[src/hdl/gamePkg.sv]
`default_nettype none

package gamePkg;

    ////////////////////////////////////////////////////////////
    // screen and player geometry
    ////////////////////////////////////////////////////////////

    localparam int unsigned ScreenW    = 640;   // visible pixels per line
    localparam int unsigned ScreenH    = 480;   // visible lines
    localparam int unsigned PlayerSize = 12;    // player square side

    typedef logic [9:0] coordT;  // pixel coordinate, 0..1023
    typedef logic [3:0] colorT;  // palette index

    // button nibble, one-hot means a move
    typedef logic [3:0] btnT;

    localparam btnT BtnUp    = 4'h8;
    localparam btnT BtnDown  = 4'h4;
    localparam btnT BtnRight = 4'h2;
    localparam btnT BtnLeft  = 4'h1;

    // set bit blocks that direction
    typedef struct packed {
        logic up;
        logic down;
        logic left;
        logic right;
    } blockT;

    ////////////////////////////////////////////////////////////
    // static config and stage payloads
    ////////////////////////////////////////////////////////////

    typedef struct packed {
        coordT hStart;   // left edge after reset
        coordT vStart;   // top edge after reset
        coordT width;
        coordT height;
        colorT color;
    } rectCfgT;

    // one game step as it enters the core
    typedef struct packed {
        btnT   rectBtns;
        btnT   playerBtns;
        coordT playerH;     // player left edge
        coordT playerV;     // player top edge
        colorT playerColor;
    } stepReqT;

    typedef struct packed {
        stepReqT req;
        coordT   rectH;     // rectangle left edge after this step
        coordT   rectV;     // rectangle top edge after this step
    } rectStepT;

    typedef struct packed {
        rectStepT step;
        blockT    block;
    } collideStepT;

    // result handed back to the game
    typedef struct packed {
        coordT newH;
        coordT newV;
        blockT block;
        coordT rectH;
        coordT rectV;
    } stepResT;

endpackage

`default_nettype wire
[src/hdl/playerStage.sv]
`timescale 1ns/1ps
`default_nettype none

// stage 3, one pixel of player motion
module playerStage (
    input  wire logic                 btnClk,
    input  wire logic                 rst,
    input  wire logic                 inValid_i,
    output logic                      inReady_o,
    input  wire gamePkg::collideStepT step_i,
    output logic                      outValid_o,
    input  wire logic                 outReady_i,
    output gamePkg::stepResT          res_o
);

    import gamePkg::*;

    coordT   curH;   // player position as requested
    coordT   curV;
    blockT   mask;
    coordT   newH;
    coordT   newV;
    stepResT resIn;
    logic    accept;

    assign curH   = step_i.step.req.playerH;
    assign curV   = step_i.step.req.playerV;
    assign mask   = step_i.block;
    assign accept = inValid_i && inReady_o;

    always_comb
    begin
        newH = curH;
        newV = curV;
        case (step_i.step.req.playerBtns)
            BtnUp:
                if (!mask.up && curV > 0) newV = curV - 1'b1;
            BtnDown:
                if (!mask.down && curV < ScreenH - PlayerSize) newV = curV + 1'b1;
            BtnRight:
                if (!mask.right && curH < ScreenW - PlayerSize) newH = curH + 1'b1;
            BtnLeft:
                if (!mask.left && curH > 0) newH = curH - 1'b1;
            default: ;  // stay put
        endcase
    end

    assign resIn = '{newH: newH, newV: newV, block: mask,
                     rectH: step_i.step.rectH, rectV: step_i.step.rectV};

    pipeReg #(.PayloadT(stepResT)) outReg (
        .btnClk     (btnClk),
        .rst        (rst),
        .inValid_i  (inValid_i),
        .inReady_o  (inReady_o),
        .in_i       (resIn),
        .outValid_o (outValid_o),
        .outReady_i (outReady_i),
        .out_o      (res_o)
    );

    // result never steps into a blocked side
    assert property (@(posedge btnClk) disable iff (rst)
        accept |=>
            (!$past(mask.up)    || res_o.newV >= $past(curV)) &&
            (!$past(mask.down)  || res_o.newV <= $past(curV)) &&
            (!$past(mask.left)  || res_o.newH >= $past(curH)) &&
            (!$past(mask.right) || res_o.newH <= $past(curH)));

endmodule

`default_nettype wire

[src/hdl/pipeReg.sv]
`timescale 1ns/1ps
`default_nettype none

// one-deep register slice, ready passes straight through
module pipeReg #(
    parameter type PayloadT = logic [7:0]
) (
    input  wire logic    btnClk,
    input  wire logic    rst,
    input  wire logic    inValid_i,
    output logic         inReady_o,
    input  wire PayloadT in_i,
    output logic         outValid_o,
    input  wire logic    outReady_i,
    output PayloadT      out_o
);

    logic    full;  // slot holds an item
    PayloadT data;  // held payload

    // take a new item when empty or when the current one leaves
    assign inReady_o = !full || outReady_i;

    always_ff @(posedge btnClk or posedge rst)
    begin
        if (rst)
            full <= 1'b0;
        else if (inReady_o)
            full <= inValid_i;  // refill or drain
    end

    always_ff @(posedge btnClk)
    begin
        if (inValid_i && inReady_o)
            data <= in_i;
    end

    assign outValid_o = full;
    assign out_o      = data;

    // stalled item keeps its valid
    assert property (@(posedge btnClk) disable iff (rst)
        outValid_o && !outReady_i |=> outValid_o);

    // and its payload
    assert property (@(posedge btnClk) disable iff (rst)
        outValid_o && !outReady_i |=> $stable(out_o));

endmodule

`default_nettype wire

[config.mk]
export PLATFORM = sky130hd
export DESIGN_NAME = playerStage
export DESIGN_NICKNAME = d
export VERILOG_FILES = /design/src/hdl/gamePkg.sv /design/src/hdl/playerStage.sv /design/src/hdl/pipeReg.sv
export SDC_FILE = /design/constraint.sdc
export NUM_CORES = 1
export LEC_CHECK = 0
export ABC_AREA = 1
export BUFFER_PORTS_ARGS = -buffer_cell sky130_fd_sc_hd__clkbuf_2
export CAP_MARGIN = 20
export CORE_MARGIN = 5
export CORE_UTILIZATION = 33
export CTS_CLUSTER_SIZE = 16
export DETAILED_ROUTE_END_ITERATION = 8
export PLACE_DENSITY = 0.56
export SLEW_MARGIN = 20
export SYNTH_ARGS = -nofsm -noshare
export SYNTH_HDL_FRONTEND = slang
export SYNTH_HIERARCHICAL = 1
export SYNTH_SLANG_ARGS = --single-unit
[constraint.sdc]
create_clock -name btnClk -period 4.6 [get_ports btnClk]
set_clock_uncertainty 0.15 [all_clocks]
set_input_delay 0.46 -clock btnClk [delete_from_list [all_inputs] [get_ports btnClk]]
set_output_delay 0.46 -clock btnClk [all_outputs]
set_load 0.01 [all_outputs]
==> results.json <==
{
  "dieArea_um2": 10800,
  "fin_area_um2": 3590,
  "yosysMostFrequentCell": "nand2_1",
  "dr.first_iter.drc_count": 101,
  "synth_top_cell_area_share_pct": 45.2,
  "r2r_cells": 2,
  "dr.pass1.iters": 4,
  "synth-seq-area-share_pct": 46.1,
  "synth_seq_cells": 45,
  "leakage_nw": 1.68,
  "antenna_cells": 0,
  "grt_max_degree": 26,
  "placed_cell_area_um2": 3490,
  "synthesis.area_um2": 2920,
  "grt_pass1_wl_um": 12300,
  "hold_slack_ps": 184,
  "clkTransAtPathRegs_ps": 100,
  "core_um2": 8680,
  "grt_use_total_pct": 13.7,
  "grt_pass1_vias": 2479,
  "post-route-period-util_pct": 44.9,
  "ys_warn_count": 6,
  "hold_depth": 1,
  "synthCells": 360,
  "outcome": "completed",
  "drive_gt1_share_pct": 30.0,
  "hold_path.class": "in2reg",
  "nFillCells": 901,
  "clockBufferDepth": 2,
  "min_period_ps": 2070,
  "overflow": 0,
  "crit_chain": "a21oi_4, buf_4",
  "cts_tree": "built",
  "power.density_nw_per_um2": 257,
  "synth_top_area_cell": "edfxtp_1",
  "yosysUniqueCellTypes": 32,
  "fp.dieW_um": 104,
  "worst_setup_path_end_kind": "register",
  "gp_congestion": 0.819,
  "dp_hpwl_um": 5740,
  "port-buffer-count": 97,
  "cts-buffers-inserted": 5,
  "power_frac_seq_pct": 52.6,
  "via_per_inst": 4.74,
  "synthToLayoutAreaGrowth_pct": 23.1,
  "cp-start-kind": "register",
  "ios": 106,
  "cts_root_buf": "clkbuf_8",
  "drtAntennaViolNets": 0,
  "drv_cap": 0,
  "maxSlewViolCount": 0,
  "dr_total_vias": 2679,
  "cpMaxStageDelayCell": "a21oi_4",
  "setup_violations": 0,
  "tightest_slew_ps": 920,
  "cts.sinks": 45,
  "die_h_um": 104,
  "cpPeakStageDelay_ps": 750,
  "yosys-top-cells-area": "edfxtp_1, nand2_1, nand3_1",
  "fin_nets": 520,
  "wl_per_cell_um": 13.3,
  "post-route-util_pct": 41.4,
  "internal_power_w": 0.000652,
  "clkPwrFrac_pct": 28.6,
  "syn_nets": 424,
  "max_freq_mhz": 484,
  "arrival_ps": 1900,
  "cp.required_ps": 4430,
  "synth_edf_count": 44,
  "post_cts_buffers": 0,
  "wirelength_um": 7490,
  "syn_avg_cell_area_um2": 8.11,
  "place_ws_ps": 2290,
  "fin_ws_ps": 2530,
  "finalHoldViolCount": 0,
  "drcViolationCount": 0,
  "vdd_drop_max_v": 0.000115,
  "fin_setup_tns_ps": 0,
  "p_comb_share_pct": 18.7,
  "async_flop_share_pct": 2.22,
  "start_util_pct": 33.7,
  "clkLatencyLatePin_ps": 290,
  "synth_flop_cell": "edfxtp_1",
  "rsz0062_at_grt": "no",
  "criticalPathCategory": "reg2reg",
  "num_rows": 34,
  "antenna_found_initial": 0,
  "yosys-top-cells-count": "nand2_1, nand3_1, edfxtp_1",
  "p_switching_w": 0.000271,
  "slew_headroom_pct": 38.6,
  "path_max_fanout": 25,
  "netSwitchingFraction_pct": 29.4,
  "htree_levels": 2
}
## through the flow
step	total power, W	std cells
final	0.000923	565
after global placement	0.000665	556
after detailed placement	0.000669	556
after global routing	0.000979	565
after CTS	0.000944	565
after floorplan	0.000601	360
## cell type report
type                            count  area [um^2]  share of cell area, %
Inverter                           39          146                   4.07
Clock inverter                      3         25.0                  0.696
Sequential cell                    45         1350                   37.5
Multi-Input combinational cell    263         1350                   37.5
Clock buffer                        5         68.8                   1.91
Tap cell                          108          135                   3.76
Timing Repair Buffer              102          526                   14.6
## power groups by stage
stage	clock network, W	logic, W	registers (W)
after global routing	0.000297	0.000194	0.000489
after detailed placement	0	0.000174	0.000496
after global placement	0	0.000171	0.000494
after CTS	0.000283	0.000175	0.000486
after floorplan	0	0.0000913	0.000509
final	0.000264	0.000173	0.000486
## layout by cell type, fill, tap and decap left out, types with 4 or more instances in the layout
cell and n:
buf_4 4, clkbuf_8 5, nor2_2 5, nand3_1 54
edfxtp_1 44, nor3_1 5, xor2_1 11, nand2_1 112
ha_1 4, nand2_2 4, inv_1 36, nand2_4 4
o21ai_0 8, clkbuf_2 97, nand4_1 5, nor2_1 33
## worst max-delay path, delay by kind of cell (launching register included)
family	cells	cell delay, ps
compound gates	1	750
buf+inv	1	410
flops	1	430
## registers in the layout (all words and copies together), names as in the netlist
register,cells
outReg/outValid_o,1
outReg/out_o,44
## layer usage
metal	up-vias	part of all wire, %	global-route usage [%]
li1	1367	-	-
met1	1224	45	18.8
met2	84	47	21.7
met3	4	6.6	2.92
met4	0	0.96	3.61
met5	-	0	0
## what timing repair did
action	4_1_cts	5_1_grt
hold endpoints to repair	1	0
hold buffers	1	0
gates resized for setup	0	0
## worst paths after layout
check                                  start                 to  slack [ps]
setup / recovery           outReg/outValid_o    outReg/out_o[9]        2530
min in group asynchronous                rst  outReg/outValid_o         370
max in group asynchronous                rst  outReg/outValid_o        3850
setup reg to reg           outReg/outValid_o    outReg/out_o[9]        2530
hold reg to reg            outReg/outValid_o  outReg/outValid_o         450
hold / removal                    step_i[20]   outReg/out_o[16]         180
## cell families (layout without fill, tap and decap cells)
family | count (synthesis) | after routing | share of synthesized area (%)
adders and majority gates | 4 | 4 | 1.71
buffers and inverters | 52 | 149 | 8.14
AOI/OAI and AO/OA | 16 | 16 | 3.51
and+or+nand+nor | 232 | 232 | 37.2
xor gates and xnor gates | 11 | 11 | 3.30
DFF | 45 | 45 | 46.1
(Power assumes the default switching activity.)
