<file path="src/hdl/gamePkg.sv">
`default_nettype none

package gamePkg;

    ////////////////////////////////////////////////////////////
    // screen and player geometry
    ////////////////////////////////////////////////////////////

    localparam int unsigned ScreenW    = 640;   // visible pixels per line
    localparam int unsigned ScreenH    = 480;   // visible lines
    localparam int unsigned PlayerSize = 12;    // player square side

    typedef logic [9:0] coordT;  // pixel coordinate, 0..1023
    typedef logic [3:0] colorT;  // palette index

    // button nibble, one-hot means a move
    typedef logic [3:0] btnT;

    localparam btnT BtnUp    = 4'h8;
    localparam btnT BtnDown  = 4'h4;
    localparam btnT BtnRight = 4'h2;
    localparam btnT BtnLeft  = 4'h1;

    // set bit blocks that direction
    typedef struct packed {
        logic up;
        logic down;
        logic left;
        logic right;
    } blockT;

    ////////////////////////////////////////////////////////////
    // static config and stage payloads
    ////////////////////////////////////////////////////////////

    typedef struct packed {
        coordT hStart;   // left edge after reset
        coordT vStart;   // top edge after reset
        coordT width;
        coordT height;
        colorT color;
    } rectCfgT;

    // one game step as it enters the core
    typedef struct packed {
        btnT   rectBtns;
        btnT   playerBtns;
        coordT playerH;     // player left edge
        coordT playerV;     // player top edge
        colorT playerColor;
    } stepReqT;

    typedef struct packed {
        stepReqT req;
        coordT   rectH;     // rectangle left edge after this step
        coordT   rectV;     // rectangle top edge after this step
    } rectStepT;

    typedef struct packed {
        rectStepT step;
        blockT    block;
    } collideStepT;

    // result handed back to the game
    typedef struct packed {
        coordT newH;
        coordT newV;
        blockT block;
        coordT rectH;
        coordT rectV;
    } stepResT;

endpackage

`default_nettype wire
</file>
<file path="src/hdl/collideStage.sv">
`timescale 1ns/1ps
`default_nettype none

// stage 2 finds the player moves that the rectangle border refuses
module collideStage (
    input  wire logic              btnClk,
    input  wire logic              rst,
    input  wire gamePkg::rectCfgT  cfg_i,
    input  wire logic              inValid_i,
    output logic                   inReady_o,
    input  wire gamePkg::rectStepT step_i,
    output logic                   outValid_o,
    input  wire logic              outReady_i,
    output gamePkg::collideStepT   step_o
);

    import gamePkg::*;

    // edges one bit wider so the sums never wrap
    logic [10:0] pTop;
    logic [10:0] pBot;
    logic [10:0] pLeft;
    logic [10:0] pRight;
    logic [10:0] rTop;
    logic [10:0] rBot;
    logic [10:0] rLeft;
    logic [10:0] rRight;

    logic        hWithin;     // player columns inside rectangle columns
    logic        vWithin;     // player rows inside rectangle rows
    logic        colorMatch;  // same color lets the player through
    blockT       block;
    collideStepT stepIn;

    ////////////////////////////////////////////////////////////
    // edges of both boxes
    ////////////////////////////////////////////////////////////

    assign pLeft  = {1'b0, step_i.req.playerH};
    assign pRight = pLeft + 11'(PlayerSize);
    assign pTop   = {1'b0, step_i.req.playerV};
    assign pBot   = pTop + 11'(PlayerSize);

    assign rLeft  = {1'b0, step_i.rectH};
    assign rRight = rLeft + {1'b0, cfg_i.width};
    assign rTop   = {1'b0, step_i.rectV};
    assign rBot   = rTop + {1'b0, cfg_i.height};

    // inclusive on both sides so overhang is not blocked
    assign hWithin = (pLeft >= rLeft) && (pRight <= rRight);
    assign vWithin = (pTop >= rTop) && (pBot <= rBot);

    assign colorMatch = (step_i.req.playerColor == cfg_i.color);

    always_comb
    begin
        block = '0;
        if (!colorMatch)
        begin
            block.down  = (pBot == rTop) && hWithin;    // standing on top border
            block.up    = (pTop == rBot) && hWithin;    // under bottom border
            block.right = (pRight == rLeft) && vWithin; // against left border
            block.left  = (pLeft == rRight) && vWithin; // against right border
        end
    end

    assign stepIn = '{step: step_i, block: block};

    pipeReg #(.PayloadT(collideStepT)) outReg (
        .btnClk     (btnClk),
        .rst        (rst),
        .inValid_i  (inValid_i),
        .inReady_o  (inReady_o),
        .in_i       (stepIn),
        .outValid_o (outValid_o),
        .outReady_i (outReady_i),
        .out_o      (step_o)
    );

endmodule

`default_nettype wire

</file>
<file path="src/hdl/pipeReg.sv">
`timescale 1ns/1ps
`default_nettype none

// one-deep register slice, ready passes straight through
module pipeReg #(
    parameter type PayloadT = logic [7:0]
) (
    input  wire logic    btnClk,
    input  wire logic    rst,
    input  wire logic    inValid_i,
    output logic         inReady_o,
    input  wire PayloadT in_i,
    output logic         outValid_o,
    input  wire logic    outReady_i,
    output PayloadT      out_o
);

    logic    full;  // slot holds an item
    PayloadT data;  // held payload

    // take a new item when empty or when the current one leaves
    assign inReady_o = !full || outReady_i;

    always_ff @(posedge btnClk or posedge rst)
    begin
        if (rst)
            full <= 1'b0;
        else if (inReady_o)
            full <= inValid_i;  // refill or drain
    end

    always_ff @(posedge btnClk)
    begin
        if (inValid_i && inReady_o)
            data <= in_i;
    end

    assign outValid_o = full;
    assign out_o      = data;

    // stalled item keeps its valid
    assert property (@(posedge btnClk) disable iff (rst)
        outValid_o && !outReady_i |=> outValid_o);

    // and its payload
    assert property (@(posedge btnClk) disable iff (rst)
        outValid_o && !outReady_i |=> $stable(out_o));

endmodule

`default_nettype wire

</file>
<file path="config.mk">
export PLATFORM = sky130hd
export DESIGN_NAME = collideStage
export DESIGN_NICKNAME = d
export VERILOG_FILES = /design/src/hdl/gamePkg.sv /design/src/hdl/collideStage.sv /design/src/hdl/pipeReg.sv
export SDC_FILE = /design/constraint.sdc
export NUM_CORES = 1
export LEC_CHECK = 0
export ABC_CLOCK_PERIOD_IN_PS = 2100
export BUFFER_PORTS_ARGS = -buffer_cell sky130_fd_sc_hd__buf_2
export CAP_MARGIN = 20
export CORE_ASPECT_RATIO = 0.5
export CORE_MARGIN = 2
export CORE_UTILIZATION = 37
export CTS_CLUSTER_SIZE = 30
export DETAILED_ROUTE_END_ITERATION = 10
export PLACE_DENSITY = 0.66
export SKIP_LAST_GASP = 1
export SLEW_MARGIN = 20
export SYNTH_ARGS = -nofsm -noshare
export SYNTH_HDL_FRONTEND = slang
export SYNTH_SLANG_ARGS = --single-unit
</file>
<file path="constraint.sdc">
create_clock -name btnClk -period 2.1 [get_ports btnClk]
set_input_delay 0.315 -clock btnClk [delete_from_list [all_inputs] [get_ports btnClk]]
set_output_delay 0.315 -clock btnClk [all_outputs]
set_load 0.01 [all_outputs]
</file>
==> results of run 1 <==
==> state kept, by name, indices dropped and copies added, names as in the netlist <==
register and flops:
outReg.out_o 56, outReg.outValid_o 1
==> worst max-delay path: cells and delay by family <==
family / cells / cell delay (ps)
buffers and inverters: 14 / 1710
AND/OR/NAND/NOR: 5 / 690
adder cells (fa/ha/maj): 1 / 230
AO/OA/AOI/OAI: 2 / 220
==> layer usage <==
layer | vias up | part of all wire (%) | global-route usage, %
met5 | - | 0 | 0
met4 | 0 | 1.7 | 5.182
met3 | 21 | 3.9 | 4.047
met2 | 85 | 49 | 36.40
met1 | 1910 | 45 | 25.07
li1 | 2110 | - | -
==> power groups by stage <==
stage          Sequential (mW)  Clock, mW  Combinational, mW
2_1_floorplan             1.40          0              0.744
3_3_place_gp              1.36          0               1.43
3_5_place_dp              1.36          0               1.46
4_1_cts                   1.34       1.70               1.57
5_1_grt                   1.34       1.75               1.79
6_report                  1.34       1.66               1.62
==> cell usage after synthesis, drive strengths merged, types with 5 or more instances <==
cell type	n
nand2b	10
a211oi	8
nand4	9
a21o	12
nor4	5
edfxtp	56
nand3	8
xnor2	35
ha	64
xor2	18
inv	36
a21oi	17
nor2	19
o21ai	24
nand2	18
nor3	5
o21a	7
==> area by class of cell <==
cell class / instances / area [µm²] / area share, %
well taps: 159 / 198.9 / 2.870
clock buffers: 10 / 229.0 / 3.303
clock inverters: 6 / 106.4 / 1.534
multi-input cells: 308 / 2735 / 39.45
inverters: 36 / 135.1 / 1.949
repair buffers: 282 / 1822 / 26.28
flip-flops and latches: 57 / 1707 / 24.62
==> worst min-delay path by stage <==
| stage | depth (start not counted) | slack (ps) | start | end |
|---|---|---|---|---|
| floorplan | 1 | 40 | rst | outReg.outValid_o |
| CTS | 1 | 160 | step_i[50] | outReg.out_o[54] |
| global placement | 2 | 150 | rst | outReg.outValid_o |
| global route | 1 | 150 | step_i[48] | outReg.out_o[52] |
| finish | 1 | 170 | step_i[50] | outReg.out_o[54] |
| detailed placement | 2 | 150 | rst | outReg.outValid_o |
==> repair_timing <==
action | 4_1_cts | 5_1_grt
endpoints found under the hold margin | 1 | 0
resized for setup | 22 | 10
endpoints found under the setup margin | 4 | 4
setup buffers | 14 | 5
pin swaps | 15 | 9
hold buffers | 1 | 0
==> cells in the final DEF (no fill, tap or decap), drive strengths merged, types with 3 or more instances in the layout <==
cell type / n
nand2b: 10
ha: 64
o21ai: 24
xor2: 18
a211oi: 8
and3: 4
inv: 36
nor4: 5
clkbuf: 10
buf: 281
o211ai: 3
a2111oi: 3
nand2: 18
nor2b: 3
a21oi: 17
nor2: 19
a21o: 12
edfxtp: 56
bufinv: 3
nand3: 8
xnor2: 35
o21a: 7
o2111ai: 4
nor3: 5
nand4: 9
==> kinds of logic after synthesis <==
family / after synthesis
AO/OA/AOI/OAI: 94
AND/OR/NAND/NOR: 94
adder cells (fa/ha/maj): 66
flip-flops: 57
XOR/XNOR: 53
buffers and inverters: 40
multiplexers: 1
==> results_dict.tcl, run 1 <==
set metrics [dict create \
    async_flop_share_pct 1.754 \
    startpoint "cfg_i[17]" \
    worst_pin_slew_ps 348.1 \
    fin_crit_ps 3016 \
    path_clk_slew_ps 50 \
    vias 4126 \
    clk_latency_ps 330 \
    yosys.area.top_type_share_pct 38.77 \
    synth_nets 571 \
    stdcell_count 858 \
    cts-root-buf "clkbuf_16" \
    start_util_pct 38.68 \
    grt_pass1_vias 4110 \
    synth_flop_cell "edfxtp_1" \
    utilization_pct 61.81 \
    synth_xor_area_share_pct 11.05 \
    clockBufferDepth 2 \
    drc 0 \
    synth_compound_area_share_pct 14.71 \
    rsz0062_at_grt "true" \
    synth_cell_types 56 \
    slowest_delay_ps 290 \
    post_dp_cell_area_um2 6302 \
    worst-setup-path-type "in -> reg" \
    drtAntennaViolNets 0 \
    r2r_end "outReg.out_o[10]" \
    p_int_mw 3.326 \
    avgSynthCellArea_um2 10.71 \
    fin_worst_skew_ps 6.109 \
    antenna_cells 0 \
    synth_top_area_cell "edfxtp_1" \
    grt_max_degree 57 \
    power.density_nw_per_um2 665.6 \
    drt_pre_antenna_iters 4 \
    status "complete, but fails checks" \
    synth_simple_gate_area_share_pct 11.83 \
    synth_area_um2 4338 \
    dp_cells 823 \
    port_buffers 137 \
    p_switching_mw 1.288 \
    worstReg2RegStart "outReg.outValid_o" \
    die_area_um2 12660 \
    cts_made_buffers 9 \
    syn_to_final_growth_pct 59.82 \
    path_cells "buf_2 > ha_4 > buf_4 > nor2_1 > a21oi_4 > nand2_2 > nand2b_4 > buf_4 > buf_4 > buf_4 > buf_4 > buf_4 > buf_4 > buf_4 > buf_4 > buf_4 > buf_4 > buf_4 > buf_4 > nand2_1 > o221ai_1 > nor4_2" \
    crit_slowest_cell "nor4_2" \
    leakagePower_nw 3.284 \
    finalSetupTns_ps -3241 \
    drt_iter0_drc 165 \
    finalInstanceArea_um2 6933 \
    hold_viol 0 \
    cpMostUsedCell "buf_4" \
    coreArea_um2 11220 \
    finalWorstSetupSlack_ps -916.2 \
    grt_usage_pct 20.26 \
    arrival_ps 3160 \
    ir_drop_mv 0.4265 \
    wl_per_cell_um 14.40 \
    crit_path_end_kind "register" \
    cp_max_fo 3 \
    worstPathRequired_ps 2250 \
    n_fill_cell 935 \
    power.share.switching_pct 27.92 \
    r2r_slack_ps 810 \
    grt_pass1_wl_mm 19.73 \
    min_path_type "in -> reg" \
    crit_path_end "outReg.out_o[1]" \
    fin_crit_sh_pct 143.6 \
    ys_seq_area_share_pct 39.34 \
    clock_sinks 57 \
    synth_fa_ha_area_share_pct 19.38 \
    cts_tree "done" \
    via_per_inst 4.809 \
    die_h_um 80.57 \
    synth_area_leaders "edfxtp_1 39%, ha_1 18%, xnor2_1 6.7%" \
    gp_congestion 0.8482 \
    combPwrFrac_pct 35.1 \
    drive_gt1_share_pct 49.21 \
    final_nets 860 \
    io_pins 158 \
    max-slew-margin-rel_pct 76.20 \
    drv_slew 0 \
    worst_hold_slack_ps 166.1 \
    max_freq_mhz 331.5 \
    antenna_found_initial 0 \
    synth_edf_count 56 \
    hpwl_mm 9.850 \
    maxCapViolations 0 \
    power_mw 4.615 \
    routed_wirelength_mm 12.36 \
    htreeDepth 3 \
    die_w_um 157.1 \
    ys_seq_elements 57 \
    failed_checks "negative setup slack" \
    synth_top_family_by_area "adder cells" \
    rows 27 \
    crit_path_start_kind "primary input" \
    synth_cells 405 \
    clkPwrFrac_pct 36.0 \
    grt-ovfl-total 0 \
    finalSetupViolCount 4 \
    rr_worst_depth 3 \
    muxShareOfSynthArea_pct 0.2307 \
    dpl_worst_slack_ps -1477 \
    pwr-share-seq_pct 29.0 \
    yosysWarnings 0 \
]
Power figures use the tool's default switching activity.
==> run 2, diff against run 1 <==
--- a/config.mk
+++ b/config.mk
@@ -13,7 +13,8 @@
 export CORE_UTILIZATION = 37
 export CTS_CLUSTER_SIZE = 30
 export DETAILED_ROUTE_END_ITERATION = 10
-export PLACE_DENSITY = 0.66
+export PLACE_DENSITY = 0.76
+export REMOVE_ABC_BUFFERS = 1
 export SKIP_LAST_GASP = 1
 export SLEW_MARGIN = 20
 export SYNTH_ARGS = -nofsm -noshare
==> run 2 against run 1 <==
Net effect:
- global-route usage is 2.1 points higher
- critical path depth is 6 lower
- flip-flop and latch count stayed put
- worst hold slack worse by 1.2 ps
- first-iteration DRC count is 58% higher
- clock power is 6% higher
- the run still ends with negative setup slack left
- die area stayed put
- fmax is 0.18% lower
- highest routed layer unchanged
- sequential power hardly changed
- non-clock buffer count is 10 higher
- sequential share of layout area is 0.48 points lower
==> results_dict.tcl, run 2 (same netlist as run 1, synthesis figures left out) <==
set metrics [dict create \
    drtAntennaViolNets 0 \
    io_pins 158 \
    grt_pass1_wl_mm 21.56 \
    status "complete, but fails checks" \
    crit_path_start_kind "primary input" \
    drt_iter0_drc 261 \
    arrival_ps 3180 \
    syn_to_final_growth_pct 63.02 \
    clk_latency_ps 330 \
    register_area_um2 1707 \
    worst-setup-path-type "in -> reg" \
    drt_pre_antenna_iters 4 \
    clockBufferDepth 2 \
    antenna_cells 0 \
    rows 27 \
    maxCapViolations 0 \
    drv_slew 0 \
    grt_pass1_vias 4533 \
    cts_made_buffers 9 \
    die_w_um 157.1 \
    n_fill_cell 870 \
    min_path_type "in -> reg" \
    leakagePower_nw 3.350 \
    rsz0062_at_grt "true" \
    final_nets 870 \
    largest_reg_flops 56 \
    hold_viol 0 \
    post_dp_cell_area_um2 6197 \
    stdcell_count 868 \
    final_common_cell "buf_4" \
    path_clk_slew_ps 50 \
    antenna_found_initial 0 \
    port_buffers 137 \
    cts_tree "done" \
    routed_wirelength_mm 13.92 \
    vias 4381 \
    coreArea_um2 11220 \
    hpwl_mm 10.33 \
    die_h_um 80.57 \
    worstPathRequired_ps 2250 \
    via_per_inst 5.047 \
    grt_usage_pct 22.38 \
    ir_drop_mv 0.3656 \
    max-slew-margin-rel_pct 62.98 \
    start_util_pct 38.68 \
    wl_per_cell_um 16.04 \
    finalInstanceArea_um2 7072 \
    fin_crit_ps 3022 \
    layout_common_cells "150 x buf_4, 132 x buf_2, 57 x ha_1" \
    worst_pin_slew_ps 554.1 \
    fin_crit_sh_pct 143.9 \
    drive_gt1_share_pct 49.93 \
    cts-root-buf "clkbuf_16" \
    cp_max_fo 3 \
    dp_cells 827 \
    failed_checks "negative setup slack" \
    power.density_nw_per_um2 676.7 \
    crit_path_end_kind "register" \
    utilization_pct 63.05 \
    htreeDepth 3 \
    max_freq_mhz 331.0 \
    clock_sinks 57 \
    grt-ovfl-total 0 \
    multi_input_area_um2 2755 \
    grt_max_degree 40 \
    die_area_um2 12660 \
    drc 0 \
    gp_congestion 0.9160 \
    finalSetupViolCount 4 \
    finalWorstSetupSlack_ps -921.5 \
    fin_worst_skew_ps 3.905 \
]
[run 2: cell types whose count changed in the layout (fill, tap and decap cells not counted), sizes merged]
cell,delta
clkinvlp,-1
clkbuf,-1
clkinv,+1
bufinv,+1
buf,+10
[run 2: final cells by class]
cell class	instances	share of cell area [%]
tap	159	2.813
timing repair buffer	292	27.12
clock buffer	9	3.185
sequential	57	24.13
inverter	36	1.911
multi-input combinational	308	38.96
clock inverter	7	1.875
[run 2: timing repair]
action,CTS,global route
hold buffers,1,0
hold endpoints to repair,1,0
gates cloned,0,0
resized for setup,46,18
setup buffers,23,2
pin swaps,29,9
endpoints found under the setup margin,4,4
[run 2: power by group]
group | switching, mW | total, mW | internal [mW]
Clock | 0.496 | 1.76 | 1.27
Combinational | 0.819 | 1.68 | 0.865
Sequential | 0.0134 | 1.34 | 1.32
Total | 1.33 | 4.79 | 3.46
[run 2: worst max-delay path, cell delays in order]
cell and delay [ps]:
buf_8 80, ha_4 130, inv_2 40, fa_2 410, nor2b_4 120, o211ai_1 110, a21boi_1 230, nor3_2 70
or2_2 270, ha_1 270, nand3_1 80, or3_1 330, o221ai_2 90, nand3_2 110, a2111o_1 310, nor4_2 210
[run 2: per-layer routing]
metal	part of all wire, %	global-route usage (%)
met2	50	41.05
met5	0	0
met4	3.3	9.636
met3	5.8	4.695
met1	41	25.49
[run 2: path summary, 6_finish.rpt]
| check | slack, ps | cells after the start | end | from |
|---|---|---|---|---|
| worst max-delay path | -920 | 16 | outReg.out_o[1] | step_i[0] |
| worst min-delay path | 160 | 1 | outReg.out_o[51] | step_i[47] |
| worst max register to register | 840 | 3 | outReg.out_o[13] | outReg.outValid_o |
| worst min register to register | 530 | 2 | outReg.outValid_o | outReg.outValid_o |
| max in group asynchronous | 1640 | 3 | outReg.outValid_o | rst |
| min in group asynchronous | 370 | 3 | outReg.outValid_o | rst |
[run 2: stage by stage]
stage	power (mW)	setup TNS (ps)	hold slack (ps)	worst slack, ps
floorplan	2.088	-17950	43.71	-1278
global placement	2.720	-5359	149.1	-1531
detailed placement	2.761	-5631	150.3	-1598
CTS	4.712	-2908	147.3	-970.3
global route	5.023	-3888	151.9	-1140
finish	4.785	-3237	165.0	-921.5
